<file path="config.mk">
export PLATFORM = sky130hd
export DESIGN_NAME = ics32_periph_io
export DESIGN_NICKNAME = d
export VERILOG_FILES = /design/src/pad_pkg.sv /design/src/audio_pkg.sv /design/src/gamepad_reader.sv /design/src/mock_gamepad.sv /design/src/pdm_dac.sv /design/src/ics32_periph_io.sv
export VERILOG_INCLUDE_DIRS = /design/src /design/src/src
export SDC_FILE = /design/constraint.sdc
export NUM_CORES = 1
export LEC_CHECK = 0
export ABC_AREA = 1
export BUFFER_PORTS_ARGS = -buffer_cell sky130_fd_sc_hd__clkbuf_2
export CORE_ASPECT_RATIO = 1.2
export CORE_MARGIN = 2
export CORE_UTILIZATION = 30
export CTS_CLUSTER_SIZE = 16
export DETAILED_ROUTE_END_ITERATION = 8
export GPL_ROUTABILITY_DRIVEN = 1
export PLACE_DENSITY = 0.54
export REMOVE_ABC_BUFFERS = 1
export SLEW_MARGIN = 30
export SYNTH_ARGS = -nofsm -noshare
export SYNTH_HDL_FRONTEND = slang
export SYNTH_SLANG_ARGS = --single-unit
</file>
<file path="constraint.sdc">
create_clock -name clk_2x -period 3.27 [get_ports clk_2x]
set_input_delay 0.1635 -clock clk_2x [delete_from_list [all_inputs] [get_ports clk_2x]]
set_output_delay 0.1635 -clock clk_2x [all_outputs]
set_load 0.01 [all_outputs]
</file>
<file path="src/periph_consts.svh">
/*
 * Timing and width constants for the peripheral I/O block.
 * Include wherever pad scan timing or audio sample widths are needed.
 */

`ifndef ICS32_PERIPH_CONSTS_SVH
`define ICS32_PERIPH_CONSTS_SVH

// Buttons per player, one serial word
`define PAD_BUTTONS 12

// clk_2x cycles per pad_clk half period and per latch pulse
`define PAD_HALF_BIT 4

// Cycles from one scan start to the next
`define PAD_SCAN_PERIOD 256

// Signed PCM sample width
`define PCM_WIDTH 16

`endif

</file>
<file path="src/pad_pkg.sv">
/*
 * Types shared by the game pad reader and the mock pad.
 * Button vectors use 1 for pressed; the wire level is inverted.
 */

`include "periph_consts.svh"

package pad_pkg;

    // Bit i is button i, 1 means pressed
    typedef logic [`PAD_BUTTONS-1:0] pad_buttons_t;

    // Scan sequence: wait for period, latch, then clock out each bit
    typedef enum logic [1:0] {
        SCAN_IDLE     = 2'd0,
        SCAN_LATCH    = 2'd1,
        SCAN_CLK_LOW  = 2'd2,
        SCAN_CLK_HIGH = 2'd3
    } pad_scan_state_t;

endpackage

</file>
<file path="src/audio_pkg.sv">
/*
 * Types for the PCM to PDM audio path.
 */

`include "periph_consts.svh"

package audio_pkg;

    // Signed two's complement input sample
    typedef logic signed [`PCM_WIDTH-1:0] pcm_sample_t;

    // Accumulator with one carry bit above the sample
    typedef logic [`PCM_WIDTH:0] pdm_acc_t;

endpackage

</file>
<file path="src/gamepad_reader.sv">
/*
 * Serial game pad scanner for two players.
 * Pulses pad_latch, clocks in twelve bits per player on pad_clk and
 * publishes both button vectors with a one-cycle pad_valid strobe.
 */

`timescale 1ns/10ps

`include "periph_consts.svh"

module gamepad_reader (
    input  logic                 clk_2x,
    input  logic                 rst_n,
    input  logic [1:0]           pad_data,
    output logic                 pad_latch,
    output logic                 pad_clk,
    output pad_pkg::pad_buttons_t p1_buttons,
    output pad_pkg::pad_buttons_t p2_buttons,
    output logic                 pad_valid
);
    import pad_pkg::*;

    localparam int PERIOD_W = $clog2(`PAD_SCAN_PERIOD);
    localparam int PHASE_W  = $clog2(`PAD_HALF_BIT);
    localparam int BIT_W    = $clog2(`PAD_BUTTONS);

    pad_scan_state_t state;

    logic [PERIOD_W-1:0] period_cnt;
    logic [PHASE_W-1:0]  phase_cnt;
    logic [BIT_W-1:0]    bit_cnt;
    logic                period_done;
    logic                phase_done;
    logic                last_bit;

    logic [1:0]   data_meta;
    logic [1:0]   data_sync;
    pad_buttons_t p1_shift;
    pad_buttons_t p2_shift;

    assign period_done = (period_cnt == PERIOD_W'(`PAD_SCAN_PERIOD - 1));
    assign phase_done  = (phase_cnt == PHASE_W'(`PAD_HALF_BIT - 1));
    assign last_bit    = (bit_cnt == BIT_W'(`PAD_BUTTONS - 1));

    assign pad_latch = (state == SCAN_LATCH);
    assign pad_clk   = (state == SCAN_CLK_HIGH);

    // Two-flop synchronizer on both data lines
    always_ff @(posedge clk_2x) begin
        data_meta <= pad_data;
        data_sync <= data_meta;
    end

    // Free-running scan period
    always_ff @(posedge clk_2x) begin
        if (!rst_n) begin
            period_cnt <= '0;
        end else begin
            period_cnt <= period_done ? '0 : period_cnt + 1'b1;
        end
    end

    always_ff @(posedge clk_2x) begin
        if (!rst_n) begin
            state      <= SCAN_IDLE;
            phase_cnt  <= '0;
            bit_cnt    <= '0;
            pad_valid  <= 1'b0;
            p1_buttons <= '0;
            p2_buttons <= '0;
        end else begin
            pad_valid <= 1'b0;
            phase_cnt <= phase_done ? '0 : phase_cnt + 1'b1;

            case (state)
                SCAN_IDLE: begin
                    phase_cnt <= '0;
                    if (period_done) begin
                        state <= SCAN_LATCH;
                    end
                end
                SCAN_LATCH: begin
                    if (phase_done) begin
                        bit_cnt <= '0;
                        state   <= SCAN_CLK_LOW;
                    end
                end
                SCAN_CLK_LOW: begin
                    if (phase_done) begin
                        state <= SCAN_CLK_HIGH;
                    end
                end
                SCAN_CLK_HIGH: begin
                    if (phase_done) begin
                        if (last_bit) begin
                            // Publish both players once the full word is in
                            p1_buttons <= p1_shift;
                            p2_buttons <= p2_shift;
                            pad_valid  <= 1'b1;
                            state      <= SCAN_IDLE;
                        end else begin
                            bit_cnt <= bit_cnt + 1'b1;
                            state   <= SCAN_CLK_LOW;
                        end
                    end
                end
                default: state <= SCAN_IDLE;
            endcase
        end
    end

    // Sample on the last low cycle
    // A pressed button pulls its line low
    always_ff @(posedge clk_2x) begin
        if (state == SCAN_CLK_LOW && phase_done) begin
            p1_shift <= {~data_sync[0], p1_shift[`PAD_BUTTONS-1:1]};
            p2_shift <= {~data_sync[1], p2_shift[`PAD_BUTTONS-1:1]};
        end
    end

    // Whole scan fits inside one period
    a_scan_within_period: assert property (
        @(posedge clk_2x) disable iff (!rst_n) period_done |-> state == SCAN_IDLE);

    a_valid_single_pulse: assert property (
        @(posedge clk_2x) disable iff (!rst_n) pad_valid |=> !pad_valid);

endmodule

</file>
<file path="src/mock_gamepad.sv">
/*
 * Stand-in for a serial pad shift register, fed from parallel buttons.
 * Loads while pad_latch is high and steps one bit per pad_clk rise.
 */

`timescale 1ns/10ps

`include "periph_consts.svh"

module mock_gamepad (
    input  logic                  clk_2x,
    input  logic                  rst_n,
    input  logic                  pad_latch,
    input  logic                  pad_clk,
    input  pad_pkg::pad_buttons_t pad_btn,
    output logic                  pad_out
);
    import pad_pkg::*;

    pad_buttons_t shift_reg;
    logic         pad_clk_q;
    logic         pad_clk_rise;

    assign pad_clk_rise = pad_clk && !pad_clk_q;

    always_ff @(posedge clk_2x) begin
        if (!rst_n) begin
            pad_clk_q <= 1'b0;
            shift_reg <= '0;
            pad_out   <= 1'b1;
        end else begin
            pad_clk_q <= pad_clk;

            if (pad_latch) begin
                shift_reg <= pad_btn;
            end else if (pad_clk_rise) begin
                // Zeros shift in, so the line reads released past bit 11
                shift_reg <= {1'b0, shift_reg[`PAD_BUTTONS-1:1]};
            end

            // Active low on the wire
            pad_out <= ~shift_reg[0];
        end
    end

endmodule

</file>
<file path="src/pdm_dac.sv">
/*
 * First-order sigma-delta DAC.
 * Converts a signed PCM sample to a PDM bit stream whose density of ones
 * tracks the sample in offset binary.
 */

`timescale 1ns/10ps

`include "periph_consts.svh"

module pdm_dac (
    input  logic                   clk_2x,
    input  logic                   rst_n,
    input  audio_pkg::pcm_sample_t pcm_in,
    input  logic                   pcm_valid,
    output logic                   pdm_out
);
    import audio_pkg::*;

    logic [`PCM_WIDTH-1:0] sample_q;
    pdm_acc_t              acc;

    always_ff @(posedge clk_2x) begin
        if (!rst_n) begin
            sample_q <= '0;
            acc      <= '0;
            pdm_out  <= 1'b0;
        end else begin
            // Flip the sign bit for offset binary
            if (pcm_valid) begin
                sample_q <= {~pcm_in[`PCM_WIDTH-1], pcm_in[`PCM_WIDTH-2:0]};
            end

            // Carry out of the low bits is the next PDM bit
            acc     <= {1'b0, acc[`PCM_WIDTH-1:0]} + {1'b0, sample_q};
            pdm_out <= acc[`PCM_WIDTH];
        end
    end

    a_pdm_known: assert property (
        @(posedge clk_2x) disable iff (!rst_n) !$isunknown(pdm_out));

endmodule

</file>
<file path="src/ics32_periph_io.sv">
/*
 * Board-side peripheral I/O: game pad scan and stereo PDM audio.
 * GAMEPAD_PMOD = 1 reads both pads from external data lines; 0 uses the
 * breakout buttons through an on-chip mock pad for player 1.
 */

`timescale 1ns/10ps

`include "periph_consts.svh"

module ics32_periph_io #(
    parameter [0:0] GAMEPAD_PMOD = 0
) (
    input  logic                    clk_2x,
    input  logic                    rst_n,

    input  logic [3:0]              btn,
    input  logic [1:0]              pad_data_ext,
    output logic                    pad_latch,
    output logic                    pad_clk,
    output logic [`PAD_BUTTONS-1:0] pad_p1,
    output logic [`PAD_BUTTONS-1:0] pad_p2,
    output logic                    pad_valid,

    input  logic [`PCM_WIDTH-1:0]   pcm_l,
    input  logic [`PCM_WIDTH-1:0]   pcm_r,
    input  logic                    pcm_valid,
    output logic                    pdm_l,
    output logic                    pdm_r
);
    import pad_pkg::*;

    logic [1:0] pad_data;

    generate
        if (GAMEPAD_PMOD) begin : g_pad_pmod
            assign pad_data = pad_data_ext;
        end else begin : g_pad_mock
            pad_buttons_t pad_btn;

            // Breakout board covers only a few player 1 buttons
            assign pad_btn = {{(`PAD_BUTTONS - 8){1'b0}}, btn[0], btn[2], 5'b0, btn[1]};

            // Fourth button holds the whole P2 line low
            assign pad_data[1] = ~btn[3];

            mock_gamepad mock_gamepad (
                .clk_2x   (clk_2x),
                .rst_n    (rst_n),
                .pad_latch(pad_latch),
                .pad_clk  (pad_clk),
                .pad_btn  (pad_btn),
                .pad_out  (pad_data[0])
            );
        end
    endgenerate

    gamepad_reader gamepad_reader (
        .clk_2x    (clk_2x),
        .rst_n     (rst_n),
        .pad_data  (pad_data),
        .pad_latch (pad_latch),
        .pad_clk   (pad_clk),
        .p1_buttons(pad_p1),
        .p2_buttons(pad_p2),
        .pad_valid (pad_valid)
    );

    // Stereo audio
    pdm_dac pdm_dac_l (
        .clk_2x   (clk_2x),
        .rst_n    (rst_n),
        .pcm_in   (pcm_l),
        .pcm_valid(pcm_valid),
        .pdm_out  (pdm_l)
    );

    pdm_dac pdm_dac_r (
        .clk_2x   (clk_2x),
        .rst_n    (rst_n),
        .pcm_in   (pcm_r),
        .pcm_valid(pcm_valid),
        .pdm_out  (pdm_r)
    );

endmodule

</file>
## Yosys cells after proc, flatten, opt, wreduce, memory -nomap -nowiden

Index checks and enable logic that the tools add are counted.

| operators by class | value |
|---|---|
| add/subtract/negate cells | 5 |
| equality and inequality tests | 11 |
| mux-type cells | 13 |
| bitwise logic cells | 7 |
| reduce and logical (&&, ||, !) cells | 13 |

Operators by type and width:

| operator | number |
|---|---|
| $add 16x16->17 | 2 |
| $mux 8 | 2 |
| $mux 4 | 3 |
| $mux 2 | 5 |
| $add 8x1->8 const B | 1 |
| $eq 8x8->1 const B | 1 |
| $ne 2x1->1 const B | 4 |
| $pmux 2 s4 | 1 |
| $pmux 4 s2 | 1 |
| $reduce_and 4->1 | 2 |
| $not 1->1 | 7 |
| $eq 2x2->1 const B | 3 |
| $reduce_and 3->1 | 2 |
| $add 4x1->4 const B | 1 |
| $eq 4x4->1 const B | 1 |
| $reduce_bool 2->1 | 2 |
| $reduce_or 2->1 | 2 |
| $reduce_or 3->1 | 1 |
| $add 2x1->2 const B | 1 |
| $eq 2x1->1 const B | 1 |
| $logic_and 1x1->1 | 2 |
| $logic_not 2->1 | 1 |
| $ne 2x2->1 const B | 1 |
| $logic_not 1->1 | 1 |
| $mux 1 | 1 |

| storage, ports and cells | value |
|---|---|
| flip-flop bits (word level) | 147 |
| output and inout port bits | 29 |
| logic and storage cells | 70 |

## Logic depth before layout (Yosys ltp)

Gate-level depths: netlist of run 1.

| logic depth | value |
|---|---|
| depth in word-level cells | 4 |
| mapped depth | 11 |

## Modules after synthesis

Synthesis of run 1 repeated with hierarchy kept, for this count alone.

| unflattened totals | value |
|---|---|
| cell total of the unflattened synthesis | 921 |
| area, all modules | 7016.7 µm² |

By module, submodules not included:

| module | times used | cells each | area each (µm²) |
|---|---|---|---|
| pdm_dac | 2 | 293 | 1961.9 |
| gamepad_reader | 1 | 237 | 2441.1 |
| mock_gamepad | 1 | 96 | 644.4 |
| ics32_periph_io | 1 | 2 | 7.5 |

## Least setup slack after synthesis of run 1

No wires, ideal clock.

| timing path | value |
|---|---|
| kind | register to register |
| start | register gamepad_reader.phase_cnt[0] |
| end | register gamepad_reader.p1_shift[0] (enable) |
| setup time | 435 ps |
| arrival time | 2284 ps |
| data required time | 2835 ps |
| path slack | 551 ps |
| cell stages (with the launch flop) | 4 |
| path buffers | 0 |
| clock period less this slack | 2719 ps |
| path through | dfxtp_1 > ha_1 > inv_1 > nor3_1 |

| on the way | value |
|---|---|
| word-level cells in the longest chain between the ends | 2 |

Ends and longest elaborated chain:

| what | line | RTL |
|---|---|---|
| start: declaration | gamepad_reader.sv:30 | `logic [PHASE_W-1:0] phase_cnt;` |
| start signal: assignment | gamepad_reader.sv:73 | `phase_cnt <= phase_done ? '0 : phase_cnt + 1'b1;` |
| $eq 2x2->1 | gamepad_reader.sv:42 | `` assign phase_done = (phase_cnt == PHASE_W'(`PAD_HALF_BIT - 1)); `` |
| $logic_and 1x1->1 | gamepad_reader.sv:115 | `if (state == SCAN_CLK_LOW && phase_done) begin` |
| end signal: assignment | gamepad_reader.sv:116 | `` p1_shift <= {~data_sync[0], p1_shift[`PAD_BUTTONS-1:1]}; `` |
| end: declaration | gamepad_reader.sv:38 | `pad_buttons_t p1_shift;` |

No other way between the ends.
A chain may end at the register's enable or synchronous reset.

## Final worst setup path of run 1

| timing path | value |
|---|---|
| start | register pdm_dac_l.acc[0] |
| end | register pdm_dac_l.acc[16] |

| on the way | value |
|---|---|
| word-level cells in the longest chain between the ends | 1 |

Ends and longest elaborated chain:

| what | line | RTL |
|---|---|---|
| start: declaration | pdm_dac.sv:21 | `pdm_acc_t acc;` |
| start signal: assignment | pdm_dac.sv:35 | `` acc <= {1'b0, acc[`PCM_WIDTH-1:0]} + {1'b0, sample_q}; `` |
| $add 16x16->17 | pdm_dac.sv:35 |  |

No other way between the ends.

==> impl_metrics.toml, run 1 <==
[power_and_ir_drop]
p_switching_mw = 1.26
clock_power_share = 0.438
pwr-share-comb = 0.119
power.leakage_nw = 4.00
switching_share = 0.284
power_frac_seq = 0.443
power_density_mw_per_mm2 = 549
p_int_mw = 3.18
ir_drop_uv = 329

[yosys]
avgSynthCellArea_um2 = 7.55
netlist.area_leader.share = 0.378
ys_seq_area_frac = 0.489
synth.area.top_cells = "dfxtp_1 38%, nand2_1 15%, edfxtp_1 11%"
ys.flop_type = "dfxtp_1"
yosys_warnings = 0
synth.distinct_cells = 32
syn_inst = 863
ys_ff_latch = 147
synthesis.area_mm2 = 0.00651
async_flop_share = 0
yosysTopAreaCell = "dfxtp_1"
synth_edf_count = 24

[die]
die_x_um = 139
io_pins = 70
die_h_um = 165
rows = 59
start_util = 0.303
core_mm2 = 0.0215
die-area_mm2 = 0.0229

[route]
drtIter0Drc = 244
antenna_left = 0
wl_per_cell_um = 10.6
vias = 5361
firstDrtPassIters = 4
finalWirelength_mm = 13.3
drc = 0
vias_per_cell = 4.27

[cts]
htree_num_levels = 4
cts_made_buffers = 17
holdBufCountCts = 34
cts_root_buffer = "clkbuf_16"
clock_sinks = 147
max-clock-path-buffers = 2
clkTransAtPathRegs_ps = 70
clkLatencyLatePin_ps = 420
post_cts_resized = 0
cts_tree = "done"
post_cts_buffers = 0

[sta]
max_freq_mhz = 535
finalHoldViolations = 0
setup_viol = 0
min_period_ps = 1870
relSlewSlack = 0.621
timing.final.crit_share = 0.571
drv_slew = 0
rsz0062_at_grt = "false"
tns_ps = 0
fin_skew_ps = 10.2
tightest_slew_ps = 568

[hold_path]
min_path_type = "primary input to flop"

[critical_path]
crit_required_ps = 3570
start_kind = "flop"
crit_path_end_kind = "flop"
crit_fanout = 4
arrival_ps = 2170
crit_type = "flop to flop"

[run_status]
status = "finished clean"

[global_routing]
overflow = 0
grt_pass1_vias = 5098
grt_max_degree = 45
grt_first_pass_wirelength_mm = 22.8
antenna_found_initial = 0
track_usage = 0.122

[placed_design]
io_buffers = 67
dp_cells = 1190
routabilityCongestion = 0.831
dpl.hpwl_mm = 9.19

[final_layout]
drive_above_1_share = 0.124
final_common_cell = "nand2_1"
reg_top3 = "pdm_dac_l.acc: 17 flops, pdm_dac_r.acc: 17 flops"
fin_nets = 1047
diodes = 0
syn_to_final_growth_pct = 24.0
fin_cells = 1256
final_cell_mix = "267 x nand2_1, 132 x nor2_1, 123 x dfxtp_1"

[job]
cap_violations = 0
[power by group through the flow]
stage / registers (mW) / logic, mW / clock network, mW
finish: 1.96 / 0.527 / 1.94
global route: 1.97 / 0.616 / 2.08
CTS: 1.96 / 0.536 / 2.02
detailed placement: 2.01 / 0.502 / 0
global placement: 2.00 / 0.496 / 0
floorplan: 1.99 / 0.370 / 0
[cell usage after synthesis (all sizes together), types with 2 or more instances]
cell type and number:
nand2 270, nor2 134, dfxtp 123, inv 106
o21ai 56, a21oi 46, ha 35, edfxtp 24
nand3 22, clkbuf 12, nor3 9, buf 6
nand3b 4, or2 4, a31oi 2, and2 2
fa 2, nor3b 2
[layout make-up]
type                    instances  area [µm²]
inverters                     107         405
multi-input cells             591        2830
flip-flops and latches        147        3180
clock inverters                15         183
fillers                      2264       13400
repair buffers                105         706
well taps                     274         343
clock buffers                  17         425
[per-stage QoR]
stage	worst slack (ps)	hold slack, ps	cell area (µm²)	total power, mW	utilization
global placement	1460	314	7130	2.50	0.332
detailed placement	1430	310	7130	2.51	0.332
finish	1400	29.4	8080	4.43	0.376
global route	1240	28.3	8080	4.67	0.376
CTS	1420	11.8	8080	4.52	0.376
floorplan	551	220	6420	2.36	-
[cell families (layout without fill, tap and decap cells)]
| group | count (synthesis) | after routing | synth area share |
|---|---|---|---|
| AO/OA/AOI/OAI | 106 | 106 | 0.0837 |
| adder cells (fa/ha/maj) | 37 | 37 | 0.0734 |
| buffers and inverters | 125 | 244 | 0.0774 |
| flip-flops | 147 | 147 | 0.489 |
| AND/OR/NAND/NOR | 448 | 448 | 0.277 |
[critical path, stage by stage (launching register included)]
cell	delay, ps
dfxtp_1	300
ha_1	220
fa_1	410
nand3_1	110
nand3_1	160
nand3_1	120
nand3_1	140
a21oi_1	250
nor2_1	60
[metal layers]
metal	up-vias	routed length, µm	track usage
li1	2922	-	-
met5	-	0	0
met4	0	236	0.0478
met3	18	379	0.0268
met1	2361	6260	0.141
met2	60	6430	0.220
[path summary, 6_finish.rpt]
path,start,to,slack (ps),depth (start not counted)
setup / recovery,pdm_dac_l.acc[0],pdm_dac_l.acc[16],1400,8
setup reg to reg,pdm_dac_l.acc[0],pdm_dac_l.acc[16],1400,8
hold / removal,pcm_l[14],pdm_dac_l.sample_q[14],30,3
hold reg to reg,gamepad_reader.data_meta[0],gamepad_reader.data_sync[0],330,0
(Power assumes the default switching activity.)
==> run 2, diff against run 1 <==
==> constraint.sdc (replaced) <==
create_clock -name clk_2x -period 1.8 [get_ports clk_2x]
set_input_delay 0.09 -clock clk_2x [delete_from_list [all_inputs] [get_ports clk_2x]]
set_output_delay 0.09 -clock clk_2x [all_outputs]
set_load 0.01 [all_outputs]
==> run 2 against run 1 <==
- core utilization grew 0.36 points
- cell count grew 0.24%
- first-iteration DRC count shrank 5.3%
- routed wire length grew 0.94%
- flip-flop and latch count is the same
- power grew 84%
- non-clock buffer count grew 3
- via count grew 0.28%
- clock skew grew 2.2 ps
==> impl_metrics.toml, run 2 (synthesis gave the netlist of run 1 again) <==
[power_and_ir_drop]
power.leakage_nw = 4.03
p_int_mw = 5.90
clock_power_share = 0.442
power_density_mw_per_mm2 = 999
ir_drop_uv = 620
switching_share = 0.276
power_frac_seq = 0.438
p_switching_mw = 2.25
pwr-share-comb = 0.120

[cts]
htree_num_levels = 4
clkLatencyLatePin_ps = 420
cts_made_buffers = 17
max-clock-path-buffers = 2
cts_root_buffer = "clkbuf_16"
clock_sinks = 147
clkTransAtPathRegs_ps = 70
cts_tree = "done"
post_cts_buffers = 0

[sta]
drv_slew = 0
fin_skew_ps = 12.4
relSlewSlack = 0.697
finalHoldViolations = 0
setup_viol = 0
fin_ws_ps = 150
tns_ps = 0
min_period_ps = 1650
tightest_slew_ps = 454
rsz0062_at_grt = "false"
max_freq_mhz = 606
timing.final.crit_share = 0.917

[final_layout]
syn_to_final_growth_pct = 25.2
finalInstanceArea_mm2 = 0.00815
final_cell_mix = "265 x nand2_1, 132 x nor2_1, 123 x dfxtp_1"
finalCoreUtilization = 0.380
final_common_cell = "nand2_1"
drive_above_1_share = 0.129
diodes = 0
multi_input_area_mm2 = 0.00285
reg_top3 = "pdm_dac_l.acc: 17 flops, pdm_dac_r.acc: 17 flops"
fin_nets = 1050
register_area_mm2 = 0.00318
fill_cells = 2225

[run_status]
status = "finished clean"

[critical_path]
r2r-start = "pdm_dac_r.acc[0]"
start_kind = "flop"
crit_type = "flop to flop"
arrival_ps = 1960
crit_path_end_kind = "flop"
ff2ff_path_depth = 10
crit_fanout = 4
crit-reg2reg-capture = "pdm_dac_r.acc[14]"
crit_required_ps = 2110
rrSetupSlack_ps = 150
startpoint = "pdm_dac_r.acc[0]"

[route]
drtIter0Drc = 231
vias = 5376
antenna_left = 0
firstDrtPassIters = 4
finalWirelength_mm = 13.4
drc = 0
wl_per_cell_um = 10.7
vias_per_cell = 4.27

[job]
cap_violations = 0

[placed_design]
place_area_mm2 = 0.00716
dpl.hpwl_mm = 9.49
io_buffers = 67
routabilityCongestion = 0.778
place_ws_ps = 80.7

[die]
rows = 59
die_h_um = 165
core_mm2 = 0.0215
io_pins = 70
die_x_um = 139
die-area_mm2 = 0.0229
start_util = 0.303

[hold_path]
min_to = "pdm_dac_l.sample_q[0]"
min_path_type = "primary input to flop"
hold_start = "pcm_valid"
holdPathStages = 4

[global_routing]
grt_pass1_vias = 5188
overflow = 0
grt_first_pass_wirelength_mm = 23.3
track_usage = 0.125
antenna_found_initial = 0
grt_max_degree = 52
[run 2: per-stage QoR]
stage | hold WS, ps | power (mW) | cells
2_1_floorplan | 147 | 4.29 | 845
3_3_place_gp | 243 | 4.55 | 1191
3_5_place_dp | 237 | 4.57 | 1191
4_1_cts | 51.7 | 8.29 | 1259
5_1_grt | 68.4 | 8.60 | 1259
6_report | 59.5 | 8.15 | 1259
[run 2: worst max path at each step]
stage / end / slack [ps] / cells past startpoint
floorplan: gamepad_reader.p1_shift[0] / -920 / 3
finish: pdm_dac_r.acc[14] / 150 / 10
global placement: pdm_dac_l.acc[16] / 80 / 8
CTS: pdm_dac_l.acc[16] / 60 / 8
global route: pdm_dac_l.acc[16] / 30 / 8
detailed placement: pdm_dac_l.acc[16] / 80 / 8
[run 2: layout make-up]
| cell class | count | area share |
|---|---|---|
| sequential | 147 | 0.390 |
| clock inverter | 15 | 0.0233 |
| inverter | 107 | 0.0497 |
| multi-input combinational | 591 | 0.349 |
| clock buffer | 17 | 0.0522 |
| tap | 274 | 0.0420 |
| timing repair buffer | 108 | 0.0930 |
[run 2: critical path, cell delays in order, from the launching register on]
cell and delay, ps:
dfxtp_1 300, ha_1 210, fa_1 410, nand2_2 110, nand2_1 50, nand3b_1 90
nand2_2 80, nand2_1 90, nand3_1 70, nand2_1 70, nor2_1 40
[run 2: metal layers]
metal  wire length (µm)  part of all wire  vias up  track usage
met5                  0                 0        -            0
met4                114            0.0085        0       0.0445
met3                373             0.028        6       0.0314
met2               6680              0.50       58        0.226
met1               6270              0.47     2375        0.145
li1                   -                 -     2937            -
[run 2: power by group through the flow]
stage | combinational [mW] | clock (mW) | sequential (mW)
6_report | 0.978 | 3.60 | 3.57
5_1_grt | 1.15 | 3.86 | 3.59
4_1_cts | 0.988 | 3.74 | 3.57
3_5_place_dp | 0.923 | 0 | 3.64
3_3_place_gp | 0.913 | 0 | 3.64
2_1_floorplan | 0.672 | 0 | 3.62
[run 2: what timing repair did]
action | in CTS | in global routing
resized for setup | 0 | 5
hold buffers | 36 | 0
endpoints found under the setup margin | 0 | 5
endpoints found under the hold margin | 36 | 0
